[src/hw/timer_defines.svh]
`ifndef TIMER_DEFINES_SVH
`define TIMER_DEFINES_SVH

// Core clock in Hz; an all-ones prescaler selects a one-second tick from it.
`define TIMER_CLK_FREQ 32'd50_000_000

// Word offsets on the 3-bit Wishbone address.
`define TIMER_REG_PRE  3'd0
`define TIMER_REG_ARE  3'd1
`define TIMER_REG_CTRL 3'd2
`define TIMER_REG_CMD  3'd3
`define TIMER_REG_CNT  3'd4
`define TIMER_REG_EVN  3'd5
`define TIMER_REG_STAT 3'd6

// CTRL holds enable in bit 0, count_up in bit 1 and irq_en in bit 2.
// CMD holds clr_cnt in bit 0, clr_evn in bit 1 and clr_irq in bit 2.

`define TIMER_PRE_RESET 32'hffff_ffff
`define TIMER_ARE_RESET 32'hffff_ffff

`endif

[src/hw/timer_pkg.sv]
`default_nettype none

package timer_pkg;

	// Software-visible configuration, held by the bus decoder.
	typedef struct packed {
		logic [31:0] prescale;
		logic [31:0] reload;
		logic        enable;
		logic        count_up;
		logic        irq_en;
	} timer_cfg_t;

	// One-cycle command strobes, high during the ack cycle of the write.
	typedef struct packed {
		logic clr_cnt;
		logic clr_evn;
		logic clr_irq;
		logic pre_load; // Prescaler register was written.
	} timer_cmd_t;

	// Outputs of the count core.
	typedef struct packed {
		logic [31:0] count;
		logic [31:0] events;
		logic        evt;
	} timer_state_t;

endpackage

`default_nettype wire

[src/hw/timer_bus_decode.sv]
`default_nettype none

`include "timer_defines.svh"

module timer_bus_decode (
	input  wire                     clk_i,
	input  wire                     rst_i,
	input  wire                     wb_cyc_i,
	input  wire                     wb_stb_i,
	input  wire                     wb_we_i,
	input  wire [2:0]               wb_adr_i,
	input  wire [3:0]               wb_sel_i,
	input  wire [31:0]              wb_dat_i,
	output logic [31:0]             wb_dat_o,
	output logic                    wb_ack_o,
	input  wire timer_pkg::timer_state_t state_i,
	input  wire                     irq_pending_i,
	output timer_pkg::timer_cfg_t   cfg_o,
	output timer_pkg::timer_cmd_t   cmd_o
);
	import timer_pkg::*;

	timer_cfg_t  cfg_q;
	timer_cmd_t  cmd_q;
	logic        ack_q;
	logic [31:0] dat_q;
	logic [31:0] rd_data;
	logic        req;
	logic        wr;

	function automatic logic [31:0] merge_bytes(input logic [31:0] old_val,
		input logic [31:0] new_val, input logic [3:0] sel);
		logic [31:0] res;
		res = old_val;
		for (int b = 0; b < 4; b++) begin
			if (sel[b])
				res[8*b +: 8] = new_val[8*b +: 8];
		end
		return res;
	endfunction

	assign req = wb_cyc_i & wb_stb_i & ~ack_q; // Only the first cycle of a request.
	assign wr  = req & wb_we_i;

	always_ff @(posedge clk_i) begin
		if (rst_i) begin
			ack_q          <= 1'b0;
			cmd_q          <= '0;
			cfg_q.prescale <= `TIMER_PRE_RESET;
			cfg_q.reload   <= `TIMER_ARE_RESET;
			cfg_q.enable   <= 1'b0;
			cfg_q.count_up <= 1'b1;
			cfg_q.irq_en   <= 1'b0;
		end else begin
			ack_q <= req;
			cmd_q <= '0; // Strobes last one cycle.
			if (wr) begin
				case (wb_adr_i)
					`TIMER_REG_PRE: begin
						cfg_q.prescale <= merge_bytes(cfg_q.prescale, wb_dat_i, wb_sel_i);
						cmd_q.pre_load <= 1'b1; // Restart the divider on the new value.
					end
					`TIMER_REG_ARE: begin
						cfg_q.reload <= merge_bytes(cfg_q.reload, wb_dat_i, wb_sel_i);
					end
					`TIMER_REG_CTRL: begin
						if (wb_sel_i[0]) begin
							cfg_q.enable   <= wb_dat_i[0];
							cfg_q.count_up <= wb_dat_i[1];
							cfg_q.irq_en   <= wb_dat_i[2];
						end
					end
					`TIMER_REG_CMD: begin
						cmd_q.clr_cnt <= wb_dat_i[0];
						cmd_q.clr_evn <= wb_dat_i[1];
						cmd_q.clr_irq <= wb_dat_i[2];
					end
					default: begin
					end
				endcase
			end
		end
	end

	always_comb begin
		case (wb_adr_i)
			`TIMER_REG_PRE:  rd_data = cfg_q.prescale;
			`TIMER_REG_ARE:  rd_data = cfg_q.reload;
			`TIMER_REG_CTRL: rd_data = {29'd0, cfg_q.irq_en, cfg_q.count_up, cfg_q.enable};
			`TIMER_REG_CNT:  rd_data = state_i.count;
			`TIMER_REG_EVN:  rd_data = state_i.events;
			`TIMER_REG_STAT: rd_data = {31'd0, irq_pending_i};
			default:         rd_data = 32'd0; // CMD reads as zero.
		endcase
	end

	always_ff @(posedge clk_i) begin
		if (req)
			dat_q <= rd_data; // Held stable through the ack cycle.
	end

	assign wb_ack_o = ack_q;
	assign wb_dat_o = dat_q;
	assign cfg_o    = cfg_q;
	assign cmd_o    = cmd_q;

	// The master holds its request through the ack cycle.
	a_ack_follows_req: assert property (@(posedge clk_i) disable iff (rst_i)
		wb_ack_o |-> wb_cyc_i && wb_stb_i && $past(wb_cyc_i && wb_stb_i));

endmodule

`default_nettype wire

[src/hw/timer_count_core.sv]
`default_nettype none

`include "timer_defines.svh"

module timer_count_core (
	input  wire                          clk_i,
	input  wire                          rst_i,
	input  wire timer_pkg::timer_cfg_t   cfg_i,
	input  wire timer_pkg::timer_cmd_t   cmd_i,
	output timer_pkg::timer_state_t      state_o
);

	logic [31:0] divisor;
	logic [31:0] pre_cnt_q;
	logic [31:0] count_q;
	logic [31:0] events_q;
	logic        evt_q;
	logic        tick;
	logic        hit;

	// All ones in PRE selects the one-second tick.
	assign divisor = (&cfg_i.prescale) ? (`TIMER_CLK_FREQ - 32'd1) : cfg_i.prescale;

	assign tick = cfg_i.enable && (pre_cnt_q == divisor);
	assign hit  = count_q == cfg_i.reload;

	always_ff @(posedge clk_i) begin
		if (rst_i) begin
			pre_cnt_q <= 32'd0;
			count_q   <= 32'd0;
			events_q  <= 32'd0;
			evt_q     <= 1'b0;
		end else begin
			evt_q <= tick && hit;
			if (cfg_i.enable) begin
				if (tick)
					pre_cnt_q <= 32'd0;
				else
					pre_cnt_q <= pre_cnt_q + 32'd1;
			end
			if (tick) begin
				if (hit) begin
					count_q  <= 32'd0; // Terminal value reached.
					events_q <= events_q + 32'd1;
				end else if (cfg_i.count_up) begin
					count_q <= count_q + 32'd1;
				end else begin
					count_q <= count_q - 32'd1; // Wraps through zero to all ones.
				end
			end
			if (cmd_i.pre_load)
				pre_cnt_q <= 32'd0;
			if (cmd_i.clr_cnt) begin
				count_q   <= 32'd0;
				pre_cnt_q <= 32'd0;
			end
			if (cmd_i.clr_evn)
				events_q <= 32'd0;
		end
	end

	assign state_o = '{count: count_q, events: events_q, evt: evt_q};

	// The divisor may shrink under the counter for the one cycle before pre_load resets it.
	a_pre_in_range: assert property (@(posedge clk_i) disable iff (rst_i)
		!cmd_i.pre_load |-> pre_cnt_q <= divisor);

	// The tick behind an event leaves the prescaler and the count at zero.
	a_evt_on_tick: assert property (@(posedge clk_i) disable iff (rst_i)
		evt_q |-> (pre_cnt_q == 32'd0) && (count_q == 32'd0));

endmodule

`default_nettype wire

[src/hw/timer_irq_ctrl.sv]
`default_nettype none

module timer_irq_ctrl (
	input  wire  clk_i,
	input  wire  rst_i,
	input  wire  event_i,
	input  wire  irq_en_i,
	input  wire  clr_i,
	input  wire  irq_ack_i,
	output logic irq_o,
	output logic pending_o
);

	logic pending_q;
	logic clear;
	logic set;

	assign clear = clr_i | irq_ack_i;
	assign set   = event_i & irq_en_i; // Events still count while masked.

	always_ff @(posedge clk_i) begin
		if (rst_i)
			pending_q <= 1'b0;
		else if (clear)
			pending_q <= 1'b0; // Clear beats a set in the same cycle.
		else if (set)
			pending_q <= 1'b1;
	end

	assign irq_o     = pending_q;
	assign pending_o = pending_q;

	a_pending_needs_event: assert property (@(posedge clk_i) disable iff (rst_i)
		$rose(pending_q) |-> $past(event_i && irq_en_i));

endmodule

`default_nettype wire

[src/hw/timer_top.sv]
`default_nettype none

module timer_top (
	input  wire         clk_i,
	input  wire         rst_i,
	input  wire         wb_cyc_i,
	input  wire         wb_stb_i,
	input  wire         wb_we_i,
	input  wire [2:0]   wb_adr_i,
	input  wire [3:0]   wb_sel_i,
	input  wire [31:0]  wb_dat_i,
	output logic [31:0] wb_dat_o,
	output logic        wb_ack_o,
	input  wire         irq_ack_i,
	output logic        irq_o
);
	import timer_pkg::*;

	timer_cfg_t   cfg;
	timer_cmd_t   cmd;
	timer_state_t state;
	logic         irq_pending;

	timer_bus_decode u_decode (
		.clk_i         (clk_i),
		.rst_i         (rst_i),
		.wb_cyc_i      (wb_cyc_i),
		.wb_stb_i      (wb_stb_i),
		.wb_we_i       (wb_we_i),
		.wb_adr_i      (wb_adr_i),
		.wb_sel_i      (wb_sel_i),
		.wb_dat_i      (wb_dat_i),
		.wb_dat_o      (wb_dat_o),
		.wb_ack_o      (wb_ack_o),
		.state_i       (state),
		.irq_pending_i (irq_pending),
		.cfg_o         (cfg),
		.cmd_o         (cmd)
	);

	timer_count_core u_core (
		.clk_i   (clk_i),
		.rst_i   (rst_i),
		.cfg_i   (cfg),
		.cmd_i   (cmd),
		.state_o (state)
	);

	timer_irq_ctrl u_irq (
		.clk_i     (clk_i),
		.rst_i     (rst_i),
		.event_i   (state.evt),
		.irq_en_i  (cfg.irq_en),
		.clr_i     (cmd.clr_irq),
		.irq_ack_i (irq_ack_i),
		.irq_o     (irq_o),
		.pending_o (irq_pending)
	);

endmodule

`default_nettype wire

[config.mk]
export PLATFORM = sky130hd
export DESIGN_NAME = timer_top
export DESIGN_NICKNAME = d
export VERILOG_FILES = /design/src/hw/timer_pkg.sv /design/src/hw/timer_bus_decode.sv /design/src/hw/timer_count_core.sv /design/src/hw/timer_irq_ctrl.sv /design/src/hw/timer_top.sv
export VERILOG_INCLUDE_DIRS = /design/src /design/src/hw
export SDC_FILE = /design/constraint.sdc
export NUM_CORES = 1
export LEC_CHECK = 0
export ABC_AREA = 1
export BUFFER_PORTS_ARGS = -buffer_cell sky130_fd_sc_hd__buf_2
export CELL_PAD_IN_SITES_DETAIL_PLACEMENT = 2
export CELL_PAD_IN_SITES_GLOBAL_PLACEMENT = 2
export CORE_AREA = 2 2 199 201
export CTS_CLUSTER_DIAMETER = 40
export CTS_CLUSTER_SIZE = 10
export DETAILED_ROUTE_END_ITERATION = 16
export DIE_AREA = 0 0 201 203
export PLACE_DENSITY_LB_ADDON = 0.1
export SLEW_MARGIN = 0
export SYNTH_ARGS = -nofsm -noshare
export SYNTH_HDL_FRONTEND = slang
export SYNTH_HIERARCHICAL = 1
export SYNTH_SLANG_ARGS = --single-unit
[constraint.sdc]
create_clock -name clk_i -period 3.11 [get_ports clk_i]
set_clock_uncertainty 0.15 [all_clocks]
set_input_delay 0.1555 -clock clk_i [delete_from_list [all_inputs] [get_ports clk_i]]
set_output_delay 0.1555 -clock clk_i [all_outputs]
set_load 0.01 [all_outputs]
== Word level (Yosys, flattened, before mapping) ==
Index checks and enable logic that the tools add are counted.

* Mux-type cells: 6
* Reductions and logical operators: 20
* Equal/unequal tests: 8
* Bitwise logic cells: 8
* Add/subtract/negate cells: 4

{| class="wikitable"
|+ Operators by type and width
! kind !! count
|-
| 32-bit one-hot mux with 6 select lines || 1
|-
| 32-bit two-way mux || 4
|-
| 32-bit by 1-bit adder with 32-bit output (second input constant) || 3
|-
| 32-bit equality test || 2
|-
| 32-bit AND reduction || 1
|-
| 32-bit by 1-bit subtractor with 32-bit output (second input constant) || 1
|-
| 3-bit AND reduction || 9
|-
| 3-bit equality test (second input constant) || 3
|-
| 2-bit OR reduction || 4
|-
| 3-bit by 2-bit equality test with 1-bit output (second input constant) || 2
|-
| 3-bit OR reduction || 2
|-
| 1-bit AND || 4
|-
| 3-bit by 1-bit equality test with 1-bit output (second input constant) || 1
|-
| 3-bit zero test || 1
|-
| 1-bit NOT || 3
|-
| 1-bit logical AND || 2
|-
| 2-bit AND reduction || 1
|-
| 1-bit two-way mux || 1
|-
| 1-bit bitwise OR || 1
|}

* Output and inout port bits: 34
* Input bits: 45
* Word-level logic and storage cells: 68
* Register bits: 202

== Longest topological paths before layout ==
* Depth after elaboration: 5
* Mapped depth: 19

== By module ==
The synthesis kept the hierarchy.

{| class="wikitable"
|+ By module, submodules not included
! module !! cells each !! sequential area each (µm²) !! area an instance (µm²) !! instances
|-
| timer_count_core || 1440 || 1941.9 || 8439.3 || 1
|-
| timer_bus_decode || 557 || 2402.3 || 4458.0 || 1
|-
| timer_irq_ctrl || 7 || 20.0 || 47.5 || 1
|}

== Worst setup path before layout ==
OpenSTA, ideal clock, no wires.

* Path type: reg-to-reg
* Start point: reg u_decode.cfg_q, in the netlist u_decode/cfg_o[1]
* End point: reg u_core.count_q[30]
* Path buffers: 0
* Data arrival time: 2.517 ns
* Setup slack: 0.372 ns
* Stages on the path, launching flop included: 15
* Path through: dfxtp_1 inv_1 ha_1 nand2_1 o21ai_0 nand2_1 nand2_1 nand3_1 nand2_1 nand3b_1 nand3_1 nand2_1 nor2_1 nand4_1 a21oi_1

* Word-level cells in the longest chain between the ends: 2

{| class="wikitable"
|+ Ends and longest elaborated chain
! item !! RTL line !! RTL
|-
| from (decl) || timer_bus_decode.sv:23 || <nowiki>timer_cfg_t cfg_q;</nowiki>
|-
| 32-bit two-way mux || timer_count_core.sv:45 || <nowiki>end else if (cfg_i.count_up) begin</nowiki>
|-
| 32-bit two-way mux || timer_count_core.sv:42 || <nowiki>if (hit) begin</nowiki>
|-
| to (signal assigned) || timer_count_core.sv:46 || <nowiki>count_q <= count_q + 32'd1;</nowiki>
|-
| to (signal assigned) || timer_count_core.sv:48 || <nowiki>count_q <= count_q - 32'd1;</nowiki>
|-
| to (decl) || timer_count_core.sv:15 || <nowiki>logic [31:0] count_q;</nowiki>
|}

No other way between the ends.
A chain may end at the register's enable or synchronous reset.

== Final worst setup path ==
* Start point: reg u_decode.cfg_q, in the netlist u_decode/cfg_o[50]
* End point: reg u_core.events_q[30]

* Word-level cells in the longest chain between the ends: 5

{| class="wikitable"
|+ Ends and longest elaborated chain
! item !! RTL line !! RTL
|-
| 32-bit AND reduction || timer_count_core.sv:22 || <nowiki>assign divisor = (&cfg_i.prescale) ? (`TIMER_CLK_FREQ - 32'd1) : cfg_i.prescale;</nowiki>
|-
| 32-bit two-way mux (*) || timer_count_core.sv:22 ||
|-
| 32-bit equality test (*) || timer_count_core.sv:24 || <nowiki>assign tick = cfg_i.enable && (pre_cnt_q == divisor);</nowiki>
|-
| 1-bit logical AND (*) || timer_count_core.sv:24 ||
|-
| 2-bit AND reduction (no line) (*) || n/a ||
|-
| to (signal assigned) || timer_count_core.sv:44 || <nowiki>events_q <= events_q + 32'd1;</nowiki>
|-
| to (decl) || timer_count_core.sv:16 || <nowiki>logic [31:0] events_q;</nowiki>
|}

Every way passes the cells marked *; elsewhere a longest branch is shown, timed or not.

==> summary.md <==
| Metric | Value |
|---|---|
| CP max stage cell | `dfxtp_1` |
| Slew Limit Headroom | `about 41%` |
| Synth cell types | `between 40 and 50` |
| Unrepaired setup endpoints after global routing | `yes` |
| I/O Buffers | `between 70 and 80` |
| HPWL Detailed | `roughly 47,000 um` |
| Largest net degree at the start of global routing | `58` |
| Most frequent cells in the layout | `nand2_1 (623), nor2_1 (238), inv_1 (194), nand3_1 (184), dfxtp_1 (153)` |
| Post-route ant nets | `0` |
| CTS buffer count | `between 40 and 50` |
| Status | `complete, no violations` |
| GRT Resource Usage Total | `33.02%` |
| Pins Over Slew Limit | `0` |
| Pleak | `between 7 and 8 nW` |
| Ys Warns | `6` |
| First-pass GRT wire length | `103,500 um` |
| Die area | `between 0.04 and 0.05 sq mm` |
| Synthesized cell area | `0.01294 sq mm` |
| Mapped Cells | `between 2k and 2.5k` |
| Worst-path clk slew | `0.07 ns` |
| Die X | `201 um` |
| Crit path top cell by count | `nand2_1` |
| Setup TNS | `0 ns` |
| Wirelength per Cell | `24.63 um` |
| WS Path Type | `flip-flop to flip-flop` |
| Fillers | `roughly 4.6k` |
| Syn nets | `2,082` |
| Min-delay worst type | `input port to flip-flop` |
| Worst Tran Pin Value | `0.8819 ns` |
| Pwr dens | `around 490 mW/mm^2` |
| Placement Rows | `between 70 and 80` |
| Total core area | `between 0.03 and 0.04 sq mm` |
| CTS tree | `done` |
| Period minus WS final | `~3.0 ns` |
| Worst-case clock buffer depth | `3` |
| # Max-Cap Violations | `0` |
| Final setup violation count | `0` |
| Via Count | `roughly 15k` |
| Hold slack final | `0.05456 ns` |
| N_diodes | `0` |
| Router iterations before antenna repair | `7` |
| Crit. End Element | `flip-flop` |
| Worst EP required | `3.42 ns` |
| CTS H-Tree Depth | `2` |
| Starting Density | `approximately 34%` |
| Vias/cell | `about 5.5` |
| Drt initial violations | `921` |
| Asr flop ratio synth | `0%` |
| Top FF cell, synth | `dfxtp_1` |
| Area grow syn2layout | `30.80%` |
| Synthesized flop and latch total | `202` |
| Root Buffer Master | `clkbuf_16` |
| Vias in the first global route | `17.11k` |
| Crit-path max cell delay | `0.36 ns` |
| Seq/Total Area, Yosys | `between 30% and 40%` |
| Peak supply drop | `~0.35 mV` |
| DRC | `0` |
| Initial antenna violation count | `1` |
| Final Hold Viols | `0` |
| EDFF count, synth | `32` |
| Detailed Route WL | `a little under 70,000 um` |
| Top Ports | `roughly 80` |
| Avg Synthesized Cell Area | `between 6 and 7 sq um` |
| FMAX | `approximately 330 MHz` |
| Clock Latency Late Sink | `0.60 ns` |
| Routability cong. | `between 0.9 and 1` |
| GRT overflow | `0` |
| Largest fanout on the critical path | `18` |
| Element type at the critical path start | `flip-flop` |
| # clock sinks | `roughly 200` |
| Final net count | `2,310` |
| Layout cell share with drive strength beyond 1 | `about 15%` |
| Worst path cell trace | `nand2_1 -> nor2_1 -> nand2_1 -> nor2_2 -> nand2_2 -> buf_6 -> nand2_1 -> or2_2 -> nand3_1 -> nor2_2 -> nand3_1 -> nor2_4 -> buf_12 -> buf_12 -> nand3_1 -> nand2_1 -> nor2_1` |
| Die Height | `about 200 um` |
| Worst Path Arrival | `between 3 and 4 ns` |
| Crit share post-route | `a little over nine tenths` |
| Most common cell after layout, fill and taps aside | `nand2_1` |
==> repair_timing <==
action	in CTS	in global routing
pin swaps	0	4
buffers inserted	1	7
gates cloned	1	1
endpoints found under the setup margin	8	94
hold buffers	77	0
hold endpoints to repair	75	0
gates resized for setup	4	47
==> state kept, by name, summed over array words and instances, names as in the netlist <==
name / flops
u_decode/cfg_o: 67
u_core/count_q: 32
u_core/events_q: 32
u_core/pre_cnt_q: 32
u_decode/wb_dat_o: 32
u_decode/cmd_o: 4
u_core/evt_q: 1
u_decode/wb_ack_o: 1
u_irq/irq_o: 1
==> critical path, delay by kind of cell (launching register included) <==
| family | cells | cell delay (ns) |
|---|---|---|
| buf+inv | 3 | 0.47 |
| simple gates | 14 | 1.93 |
| flops | 1 | 0.36 |
==> cells by family (layout without fill, tap and decap cells) <==
| kind of cell | Yosys count | after routing | synth area share (%) |
|---|---|---|---|
| flip-flops | 202 | 202 | 33.71 |
| AO/OA/AOI/OAI | 146 | 146 | 5.877 |
| adder cells (fa/ha/maj) | 33 | 33 | 3.248 |
| buffers and inverters | 270 | 537 | 8.776 |
| AND/OR/NAND/NOR | 1289 | 1289 | 44.06 |
| XOR/XNOR | 64 | 64 | 4.330 |
==> per-layer routing <==
metal,track usage (%),wire [um],up-vias
met4,15.32,3066,0
li1,-,-,7024
met1,39.02,28540,7806
met2,58.49,33520,459
met3,5.457,3568,163
met5,0,0,-
==> power breakdown <==
part | switching (mW) | internal (mW)
registers | 0.0150 | 2.69
clock network | 1.83 | 3.25
logic | 0.379 | 0.172
total | 2.23 | 6.11
==> final cells by class <==
class / instances / area, sq um / area share, %
Multi-Input combinational cell: 1532 / 7566 / 44.68
Sequential cell: 202 / 4385 / 25.90
Timing Repair Buffer: 244 / 1951 / 11.52
Clock buffer: 55 / 1256 / 7.419
Inverter: 204 / 769.5 / 4.544
Tap cell: 518 / 648.1 / 3.828
Clock inverter: 33 / 349.1 / 2.062
Timing Repair inverter: 1 / 7.507 / 0.04434
==> stage by stage <==
stage                     setup slack [ns]  area (sq um)  std cells  power [mW]  utilization, %
final                              0.06113         16930       2789       8.342           44.02
after global routing              -0.07297         16930       2789       8.586           44.02
after CTS                         0.002709         16710       2781       8.335           43.43
after detailed placement          -0.09642         14290       2614       3.221           37.16
after global placement            -0.04717         14290       2614       3.209           37.16
after floorplan                     0.3722         12940       2004       3.018               -
==> worst paths after layout <==
kind | from | end | slack [ns] | depth (start not counted)
worst min-delay path | wb_stb_i | u_decode/cfg_o[18] | 0.05 | 5
worst max register to register | u_decode/cfg_o[50] | u_core/events_q[30] | 0.06 | 17
worst max-delay path | u_decode/cfg_o[50] | u_core/events_q[30] | 0.06 | 17
worst min register to register | u_decode/cfg_o[6] | u_decode/cfg_o[6] | 0.37 | 2
==> cells in the mapped netlist (all sizes together), types with 2 or more instances <==
library cell  instances  area share [%]
a21o                  5            0.29
a21oi                97             3.8
and3                  3            0.14
buf                  41             2.1
clkbuf               25            0.72
clkinv                2           0.058
dfxtp               170              26
edfxtp               32             7.4
ha                   32             3.1
inv                 202             5.9
nand2               628              18
nand3               191             7.7
nand3b                8            0.46
nand4               129             6.2
nor2                264             7.9
nor3                 42             1.9
nor3b                11            0.75
nor4                  5            0.24
o21a                  4            0.23
o21ai                37             1.4
o21bai                2            0.12
or2                   5            0.24
xnor2                39             2.6
xor2                 25             1.7
Power figures use the tool's default switching activity.
